===== src/mk14_pkg.sv =====
// Memory map constants, memory bus and display strobe structs, SoC control states.
package mk14_pkg;

	// The display digits live at consecutive addresses starting here.
	localparam logic [15:0] seg7_base_addr = 16'hD00;
	localparam int seg7_count = 8;

	// Used by the HEX loader and by the CPU port alike.
	typedef struct packed {
		logic [15:0] addr;
		logic [7:0] wdata;
		logic write_en;
	} mem_bus_t;

	// One strobe per digit, segments as stored in memory.
	typedef struct packed {
		logic [2:0] digit;
		logic [7:0] segments;
		logic valid;
	} seg7_t;

	typedef enum logic [1:0] {
		rx_wait = 2'd0,	// Waiting for a program to be loaded.
		start = 2'd1,
		running = 2'd2
	} soc_state_e;

endpackage

===== src/display_scan.sv =====
// Display scanner reading the seven-segment bytes and emitting one strobe per digit.
module display_scan (
	input logic clk,
	input logic soft_reset,
	input logic i_start,
	output logic o_idle,
	output logic [15:0] o_read_addr,
	input logic [7:0] i_read_data,
	output mk14_pkg::seg7_t o_seg7
);

	localparam logic [2:0] last_digit = 3'(mk14_pkg::seg7_count - 1);

	logic active;	// High while read addresses are being issued.
	logic [2:0] rd_idx;
	logic rd_valid_q;
	logic [2:0] rd_digit_q;

	assign o_read_addr = mk14_pkg::seg7_base_addr + {13'd0, rd_idx};

	always_ff @(posedge clk) begin
		if (soft_reset) begin
			active <= 1'b0;
			rd_idx <= 3'd0;
			rd_valid_q <= 1'b0;
		end else begin
			rd_valid_q <= active;
			if (active) begin
				if (rd_idx == last_digit)
					active <= 1'b0;
				rd_idx <= rd_idx + 3'd1;
			end else if (i_start) begin
				active <= 1'b1;
				rd_idx <= 3'd0;
			end
		end
	end

	// The digit index follows its read by one cycle to meet the memory data.
	always_ff @(posedge clk) begin
		rd_digit_q <= rd_idx;
	end

	assign o_idle = !active && !rd_valid_q;

	assign o_seg7.digit = rd_digit_q;
	assign o_seg7.segments = i_read_data;
	assign o_seg7.valid = rd_valid_q;

endmodule


===== config.mk =====
export PLATFORM = sky130hd
export DESIGN_NAME = display_scan
export DESIGN_NICKNAME = d
export VERILOG_FILES = /design/src/mk14_pkg.sv /design/src/display_scan.sv
export SDC_FILE = /design/constraint.sdc
export NUM_CORES = 1
export LEC_CHECK = 0
export BUFFER_PORTS_ARGS = -buffer_cell sky130_fd_sc_hd__buf_2
export CAP_MARGIN = 30
export CORE_AREA = 2 2 39 41
export DETAILED_ROUTE_END_ITERATION = 10
export DIE_AREA = 0 0 41 43
export PLACE_DENSITY_LB_ADDON = 0.25
export SLEW_MARGIN = 20
export SYNTH_ARGS = -nofsm -noshare
export SYNTH_HDL_FRONTEND = slang
export SYNTH_SLANG_ARGS = --single-unit

===== constraint.sdc =====
create_clock -name clk -period 1.2 [get_ports clk]
set_clock_uncertainty 0.05 [all_clocks]
set_input_delay 0 -clock clk [delete_from_list [all_inputs] [get_ports clk]]
set_output_delay 0 -clock clk [all_outputs]
set_load 0.05 [all_outputs]

==> flow_summary.ini <==
[layout]
final_util_pct = 38.6
nNetsFinal = 76
area_growth_pct = 20.6
multi_input_area_um2 = 164
nFillCells = 160
n_antenna_cell = 0
regArea_um2 = 166
layout-drive-gt1-share_pct = 30.6

[yosys]
synth_top_area_cell = buf_4
synth-edff-count = 0
syn-mean-instance-area_um2 = 9.23
yosys_warnings = 0
yosysTopAreaCellShare_pct = 37.3
ys_seq_elements = 8
synth.most_common_cell = buf_4
synth_cell_types = 11
ys_async_sr_fraction_pct = 0
syn_area_um2 = 443
ys_seq_area_share_pct = 36.2
synth_area_leaders = buf_4 37%, dfxtp_1 36%, or3b_1 5.9%, ha_1 5.6%, a21oi_1 4.5%
synthTopCellsByCount = 22 x buf_4, 8 x dfxtp_1, 4 x a21oi_1, 3 x or3b_1
synth_cells = 48
synth_ff_type = dfxtp_1

[sta]
slew_headroom_pct = 65.5
tightest_slew_ns = 0.515
tns_ns = 0
max_freq_mhz = 876
maxSlewViolCount = 0
setup_violations = 0
final_min_period_over_clock_period_pct = 95.2
hold_viol = 0
period_needed_ns = 1.14
rsz0062_at_grt = no

[flow_run]
maxCapViolCount = 0

[clock_network]
htreeDepth = 1
cts_tree = yes
cts.sinks = 8
cts_made_buffers = 3
clkSlewWorstSetupHoldPaths_ns = 0.06
worst_skew_pair.late_latency_ns = 0.25
clk_path_buf_depth = 2
cts_root_buf = clkbuf_4

[critical_path]
path_cells = ha_2 -> ha_2 -> or2b_1 -> a21oi_1
crit_arrival_ns = 1.26
r2r-end = active
critPathKind = reg -> reg
reg2reg_from = rd_idx[0]
rr_worst_depth = 4
critPathTopFamily = flip-flops
crit_path_end_kind = register
required_ns = 1.32
r2r_slack_ns = 0.06
cp_common_cell = ha_2
path_buf_inv = 0
cp_max_fo = 3
startpoint_type = register
slowest_delay_ns = 0.34
cp_slowest_cell = dfxtp_4

[die]
design.core.area_mm2 = 0.00138
fp-row-count = 14
dieArea_mm2 = 0.00176
die_h_um = 43
start_util_pct = 32.0
ios = 40
die_w_um = 41

[place]
io_buffers = 10
hpwlAfterDp_um = 434
gp_congestion = 0.559

[global_routing]
grt_pass1_vias = 233
track_usage_pct = 7.64
grt_pass1_wl_um = 910
antenna_found_initial = 0
grt_overflow = 0
grt_max_degree = 11

[worst_hold_path]
min_from = rd_idx[1]
whs_path_depth = 0
min_path_type = reg -> reg
min_to = rd_digit_q[1]

[power]
ir_worst_vdd_mv = 0.440
power_density_mw_per_mm2 = 1410
power_leakage_nw = 0.260

[run_status]
status = finished clean

[drt]
wirelength_um = 658
via_per_inst = 3.77
wire_per_inst_um = 8.44
ant_nets = 0
remaining_drc_errors = 0
first_iter_violations = 0
vias = 294
drt-pass1-iter-count = 1
[area by class of cell]
cell class	count	area share (%)
well taps	16	3.75
clock buffers	4	4.92
flip-flops and latches	8	31.1
multi-input cells	29	30.7
repair buffers	21	29.5
[stage by stage]
step | hold slack [ns] | total power, mW | worst slack [ns] | area [um^2] | instances
after global routing | 0.341 | 0.788 | 0.0227 | 534 | 78
after global placement | -0.0497 | 0.461 | 0.0650 | 395 | 63
final | 0.327 | 0.755 | 0.0580 | 534 | 78
after floorplan | 0.00936 | 0.548 | 0.00882 | 490 | 59
after CTS | 0.328 | 0.762 | 0.0287 | 522 | 77
after detailed placement | -0.0497 | 0.463 | 0.0684 | 395 | 63
[worst max path at each step]
stage / start / to / cells past startpoint
floorplan: rd_idx[1] / active / 4
global placement: rd_idx[0] / active / 4
detailed placement: rd_idx[0] / active / 4
CTS: rd_idx[0] / active / 4
global route: rd_idx[0] / active / 4
finish: rd_idx[0] / active / 4
[layer usage]
layer  vias up  part of all wire (%)  GRT usage (%)
met5         -                     0              0
li1        145                     -              -
met2        17                    54           12.5
met4         0                     0           4.00
met3         0                   8.7           1.57
met1       132                    37           8.71
[report_power, final]
group          switching [mW]  leakage, nW  internal [mW]
clock network          0.0890       0.0150          0.127
logic                   0.205        0.178         0.0470
registers             0.00982       0.0670          0.277
[registers in the layout (all words and copies together), names as in the netlist]
signal      flops
rd_digit_q      3
rd_idx          3
rd_valid_q      1
active          1
[cell families after synthesis]
logic type / share of synthesized area, %
and+or+nand+nor: 14.7
other: 1.70
buffers and inverters: 37.3
AOI/OAI and AO/OA: 4.52
adders and majority gates: 5.65
DFF: 36.2
[cell usage in the layout (no fill, tap or decap)]
master,instances
nor2b_1,1
dfxtp_4,1
or2b_1,2
ha_2,2
buf_2,10
conb_1,13
or3b_1,3
buf_4,1
nand2b_1,1
nand2_1,2
dfxtp_2,2
a21oi_1,4
nor2_1,1
clkbuf_1,1
dlygate4sd3_1,10
dfxtp_1,5
clkbuf_4,3
[repair_timing]
| action | in CTS | in global routing |
|---|---|---|
| hold endpoints to repair | 13 | 0 |
| setup endpoints to repair | 0 | 1 |
| resized for setup | 0 | 2 |
| hold buffers | 10 | 0 |
| setup buffers | 0 | 1 |
(Power assumes the default switching activity.)
