--- src/ihex_pkg.sv ---
// Intel HEX record types, parser states and loader error codes.
package ihex_pkg;

	// Only data and end-of-file records are accepted.
	typedef enum logic [7:0] {
		rec_data = 8'h00,
		rec_eof = 8'h01
	} ihex_type_e;

	typedef enum logic [2:0] {
		idle,
		count,
		addr_hi,
		addr_lo,
		rtype,
		data,
		checksum,
		done
	} ihex_state_e;

	typedef enum logic [1:0] {
		err_none,
		err_bad_char,
		err_checksum,
		err_type
	} ihex_err_e;

endpackage

--- src/mk14_pkg.sv ---
// Memory map constants, memory bus and display strobe structs, SoC control states.
package mk14_pkg;

	// The display digits live at consecutive addresses starting here.
	localparam logic [15:0] seg7_base_addr = 16'hD00;
	localparam int seg7_count = 8;

	// Used by the HEX loader and by the CPU port alike.
	typedef struct packed {
		logic [15:0] addr;
		logic [7:0] wdata;
		logic write_en;
	} mem_bus_t;

	// One strobe per digit, segments as stored in memory.
	typedef struct packed {
		logic [2:0] digit;
		logic [7:0] segments;
		logic valid;
	} seg7_t;

	typedef enum logic [1:0] {
		rx_wait = 2'd0,	// Waiting for a program to be loaded.
		start = 2'd1,
		running = 2'd2
	} soc_state_e;

endpackage
--- src/intel_hex.sv ---
// Streaming Intel HEX parser producing memory writes, completion pulse and sticky error.
module intel_hex (
	input logic clk,
	input logic soft_reset,
	input logic i_en,
	input logic [7:0] i_data,
	output mk14_pkg::mem_bus_t o_wr,
	output logic o_parse_complete,
	output ihex_pkg::ihex_err_e o_error
);

	ihex_pkg::ihex_state_e state;
	ihex_pkg::ihex_type_e rec_type;
	logic [7:0] byte_count;	// Data bytes still expected in this record.
	logic [15:0] addr;
	logic [7:0] sum;
	logic [3:0] hi_nibble;
	logic second_char;	// High while the low nibble of a byte is expected.

	logic [4:0] decoded;
	logic char_ok;
	logic [7:0] byte_val;
	logic [7:0] sum_next;

	// Returns a valid flag above the nibble value of one ASCII hex character.
	function automatic logic [4:0] hex_decode(input logic [7:0] c);
		logic [4:0] r;
		r = 5'd0;
		if (c >= "0" && c <= "9")
			r = {1'b1, 4'(c - "0")};
		else if (c >= "A" && c <= "F")
			r = {1'b1, 4'(c - "A" + 8'd10)};
		else if (c >= "a" && c <= "f")
			r = {1'b1, 4'(c - "a" + 8'd10)};
		return r;
	endfunction

	assign decoded = hex_decode(i_data);
	assign char_ok = decoded[4];
	assign byte_val = {hi_nibble, decoded[3:0]};
	assign sum_next = sum + byte_val;

	always_ff @(posedge clk) begin
		o_wr.write_en <= 1'b0;
		o_parse_complete <= 1'b0;
		if (soft_reset) begin
			state <= ihex_pkg::idle;
			o_error <= ihex_pkg::err_none;
			second_char <= 1'b0;
		end else if (i_en) begin
			if (state == ihex_pkg::idle) begin
				// Anything before the start code, line ends included, is skipped.
				if (i_data == ":") begin
					state <= ihex_pkg::count;
					sum <= 8'd0;
					second_char <= 1'b0;
				end
			end else if (state != ihex_pkg::done) begin
				if (!char_ok) begin
					if (o_error == ihex_pkg::err_none)
						o_error <= ihex_pkg::err_bad_char;
					state <= ihex_pkg::idle;
				end else if (!second_char) begin
					hi_nibble <= decoded[3:0];
					second_char <= 1'b1;
				end else begin
					second_char <= 1'b0;
					sum <= sum_next;
					case (state)
						ihex_pkg::count: begin
							byte_count <= byte_val;
							state <= ihex_pkg::addr_hi;
						end
						ihex_pkg::addr_hi: begin
							addr[15:8] <= byte_val;
							state <= ihex_pkg::addr_lo;
						end
						ihex_pkg::addr_lo: begin
							addr[7:0] <= byte_val;
							state <= ihex_pkg::rtype;
						end
						ihex_pkg::rtype: begin
							if (byte_val == ihex_pkg::rec_data || byte_val == ihex_pkg::rec_eof) begin
								rec_type <= ihex_pkg::ihex_type_e'(byte_val);
								state <= (byte_count == 8'd0) ? ihex_pkg::checksum : ihex_pkg::data;
							end else begin
								if (o_error == ihex_pkg::err_none)
									o_error <= ihex_pkg::err_type;
								state <= ihex_pkg::idle;
							end
						end
						ihex_pkg::data: begin
							// Bytes go to memory as they arrive, before the checksum is known.
							if (rec_type == ihex_pkg::rec_data) begin
								o_wr.write_en <= 1'b1;
								o_wr.addr <= addr;
								o_wr.wdata <= byte_val;
							end
							addr <= addr + 16'd1;
							byte_count <= byte_count - 8'd1;
							if (byte_count == 8'd1)
								state <= ihex_pkg::checksum;
						end
						ihex_pkg::checksum: begin
							if (sum_next != 8'd0) begin
								if (o_error == ihex_pkg::err_none)
									o_error <= ihex_pkg::err_checksum;
								state <= ihex_pkg::idle;
							end else if (rec_type == ihex_pkg::rec_eof) begin
								o_parse_complete <= 1'b1;
								state <= ihex_pkg::done;
							end else begin
								state <= ihex_pkg::idle;
							end
						end
						default: state <= ihex_pkg::idle;
					endcase
				end
			end
		end
	end

endmodule

--- config.mk ---
export PLATFORM = sky130hd
export DESIGN_NAME = intel_hex
export DESIGN_NICKNAME = d
export VERILOG_FILES = /design/src/ihex_pkg.sv /design/src/mk14_pkg.sv /design/src/intel_hex.sv
export SDC_FILE = /design/constraint.sdc
export NUM_CORES = 1
export LEC_CHECK = 0
export BUFFER_PORTS_ARGS = -buffer_cell sky130_fd_sc_hd__buf_2
export CAP_MARGIN = 30
export CORE_ASPECT_RATIO = 0.6
export CORE_UTILIZATION = 55
export CTS_CLUSTER_DIAMETER = 80
export DETAILED_ROUTE_END_ITERATION = 10
export PLACE_DENSITY = 0.78
export SLEW_MARGIN = 5
export SYNTH_ARGS = -nofsm -noshare
export SYNTH_HDL_FRONTEND = slang
export SYNTH_SLANG_ARGS = --single-unit
export TNS_END_PERCENT = 20
--- constraint.sdc ---
create_clock -name clk -period 12.03 [get_ports clk]
set_input_delay 0.6015 -clock clk [delete_from_list [all_inputs] [get_ports clk]]
set_output_delay 0.6015 -clock clk [all_outputs]
set_load 0.01 [all_outputs]
==> results.sh <==
export IMPL_status="finished with violations"
export IMPL_failed_checks="DRC"
export IMPL_crit_fanout=8
export IMPL_startpoint="i_data[0]"
export IMPL_regToRegStartpoint="sum[0]"
export IMPL_viasPerCell=6.09
export IMPL_initial_core_util_pct=58.4
export IMPL_drt_total_wl_mm=8.54
export IMPL_area_growth_pct=14.6
export IMPL_synth_edff_count=68
export IMPL_rows=23
export IMPL_p_int_uw=432
export IMPL_synth_nets=362
export IMPL_numPlacedInstances=457
export IMPL_relSlewSlack_pct=42.4
export IMPL_layout_cells_non_filler=473
export IMPL_clkTransAtPathRegs_ns=0.06
export IMPL_max_vdd_ir_drop_uv=60.8
export IMPL_regToRegSetupSlack_ns=9.33
export IMPL_min_path_type="reg -> reg"
export IMPL_drtIter0Drc=219
export IMPL_async_flop_share_pct=0
export IMPL_finalSetupViolations=0
export IMPL_p_switching_uw=121
export IMPL_hold_buffers=0
export IMPL_drive_gt1_share_pct=20.5
export IMPL_rr_worst_depth=8
export IMPL_synth_mux_area_share_pct=0.503
export IMPL_synthSimpleGateAreaFrac_pct=17.9
export IMPL_arrival_ns=4.24
export IMPL_synth_area_per_cell_sq_um=11.8
export IMPL_start_kind="input pin"
export IMPL_synth_top_family_by_area="simple AND/OR/NAND/NOR gates"
export IMPL_crit_required_ns=12.26
export IMPL_skew_ns=0.00524
export IMPL_fin_crit_ns=4.01
export IMPL_ant_nets=0
export IMPL_synth_area_leaders="edfxtp_1 51%, ha_1 4.4%, dfxtp_1 4.0%, nor2_1 3.5%, a21oi_1 3.4%"
export IMPL_yosys_area_top_type="edfxtp_1"
export IMPL_coreArea_sq_mm=0.00682
export IMPL_synth_top_area_share_pct=51.3
export IMPL_worstReg2RegEnd="o_error[1]"
export IMPL_power_frac_seq_pct=51.3
export IMPL_yosys_register_bits=76
export IMPL_synth_compound_area_share_pct=13.8
export IMPL_gp_congestion=0.917
export IMPL_syn_cell_area_sq_mm=0.00398
export IMPL_die_y_um=67.9
export IMPL_ys_seq_area_share_pct=55.3
export IMPL_die_area_sq_mm=0.00759
export IMPL_ios=39
export IMPL_synth_ff_type="edfxtp_1"
export IMPL_synthAdderAreaFrac_pct=4.90
export IMPL_p_leak_uw=0.00163
export IMPL_drc_errors=4
export IMPL_clkSinkCount=76
export IMPL_final_hold_violation_count=0
export IMPL_cts_tree="yes"
export IMPL_postCtsSetupRepairBufs=0
export IMPL_overflow=0
export IMPL_endpoint="o_error[1]"
export IMPL_numCtsBuffers=9
export IMPL_grt_first_pass_wirelength_mm=13.7
export IMPL_cts_root_buf="clkbuf_16"
export IMPL_fmax_ghz=0.249
export IMPL_p_comb_share_pct=3.0
export IMPL_rsz0062_at_grt="false"
export IMPL_p_clk_share_pct=45.7
export IMPL_antenna_found_initial=0
export IMPL_maxSlewViolCount=0
export IMPL_end_kind="register"
export IMPL_grt_max_degree=28
export IMPL_clk_latency_ns=0.34
export IMPL_fillers=507
export IMPL_htreeDepth=3
export IMPL_synth_xor_xnor_area_share_pct=5.28
export IMPL_synth_distinct_cells=65
export IMPL_yosys_warnings=0
export IMPL_port_buffers=38
export IMPL_tightest_slew_ns=0.863
export IMPL_avgRoutedWirePerCell_um=18.0
export IMPL_vias=2880
export IMPL_cts_max_path_buffers=2
export IMPL_die_w_um=112
export IMPL_grt_pass1_vias=2641
export IMPL_swShare_pct=21.9
export IMPL_path_class="in -> reg"
export IMPL_period_share_pct=33.3
export IMPL_insertedDiodeCount=0
export IMPL_cts_resized_gates=0
export IMPL_synth_cells=336
export IMPL_p_per_area_mw_per_mm2=121
export IMPL_nets=407
export IMPL_fin_tns_setup_ns=0
export IMPL_drv_cap=0
export IMPL_track_usage_pct=24.7
export IMPL_dp_hpwl_mm=6.30
export IMPL_first_pass_iters=7
## sequential cells by signal, indices dropped and copies added, names as in the netlist
name,count
rec_type,8
second_char,1
o_wr,25
o_parse_complete,1
hi_nibble,4
addr,16
state,3
sum,8
byte_count,8
o_error,2
## per-layer routing
layer | track usage (%) | vias up | part of all wire [%]
met1 | 36.6 | 1364 | 50
met2 | 35.4 | 134 | 40
met5 | 0 | - | 0
met3 | 5.14 | 9 | 7.9
met4 | 9.97 | 0 | 1.3
li1 | - | 1373 | -
## layout by cell type (no fill, tap or decap), drive strengths merged, types with 4 or more instances in the layout
cell type / netlist / routed
ha: 14 / 14
buf: 4 / 43
nand2: 21 / 21
inv: 12 / 14
and3: 6 / 6
clkinv: 0 / 5
clkbuf: 5 / 9
a31oi: 4 / 4
xnor2: 10 / 10
nor2: 38 / 38
edfxtp: 68 / 68
a21oi: 27 / 27
nor3b: 4 / 4
xor2: 14 / 14
nor4: 8 / 8
and2: 9 / 9
nand3: 12 / 12
o21ai: 12 / 12
dfxtp: 8 / 8
and4: 4 / 4
nor3: 7 / 7
## critical path, cell delays in order
cell,delay [ns]
buf_2,0.12
inv_1,0.12
ha_1,0.21
inv_1,0.08
o311ai_4,0.42
and2_1,0.39
nor2_1,0.22
fa_1,0.49
a211oi_2,0.34
or4b_1,0.21
nand3_1,0.13
nor4_4,0.51
nor2_1,0.12
a32o_1,0.24
## kinds of logic after synthesis
| family | Yosys count |
|---|---|
| buffers and inverters | 21 |
| muxes | 2 |
| and+or+nand+nor | 125 |
| adders and majority gates | 15 |
| xor gates and xnor gates | 24 |
| AOI/OAI and AO/OA | 73 |
| DFF | 76 |
## cell usage after synthesis (all sizes together), types with 3 or more instances
cell type and n:
o21ai 12, ha 14, a211oi 3, xnor2 10, clkbuf 5, edfxtp 68, nand2b 3, nor3 7
a31oi 4, nor3b 4, and2 9, nand2 21, a21oi 27, nand3 12, dfxtp 8, nand4 3
nor2 38, nor4 8, and4 4, buf 4, xor2 14, a2111oi 3, inv 12, and3 6
## through the flow
step | util [%] | total power [uW] | setup slack (ns) | cell area [sq um] | hold WS (ns)
6_report | 66.9 | 554 | 8.02 | 4560 | 0.470
3_5_place_dp | 62.7 | 306 | 7.79 | 4280 | 0.456
4_1_cts | 66.9 | 556 | 8.13 | 4560 | 0.470
3_3_place_gp | 62.7 | 305 | 7.93 | 4280 | 0.458
5_1_grt | 66.9 | 568 | 7.81 | 4560 | 0.479
2_1_floorplan | - | 300 | 7.72 | 3980 | 0.448
## power by group through the flow
stage	logic [uW]	registers (uW)	clock network (uW)
floorplan	10.5	290	0
global route	18.0	284	266
global placement	15.5	290	0
CTS	16.1	284	256
finish	16.4	284	253
detailed placement	15.9	290	0
## area by class of cell
type	instances	area (sq um)	area share, %
well taps	87	109	2.39
inverters	12	45.0	0.987
clock inverters	7	60.1	1.32
clock buffers	9	225	4.94
repair buffers	43	228	4.99
multi-input cells	239	1690	37.1
flip-flops and latches	76	2200	48.3
## how the worst min path moves through the flow
| stage | startpoint | endpoint | slack (ns) | cells after the start |
|---|---|---|---|---|
| final | addr[15] | o_wr[24] | 0.47 | 0 |
| after global routing | addr[15] | o_wr[24] | 0.48 | 0 |
| after CTS | addr[15] | o_wr[24] | 0.47 | 0 |
| after detailed placement | addr[15] | o_wr[24] | 0.46 | 0 |
| after global placement | addr[15] | o_wr[24] | 0.46 | 0 |
| after floorplan | addr[15] | o_wr[24] | 0.45 | 0 |
Power figures use the tool's default switching activity.
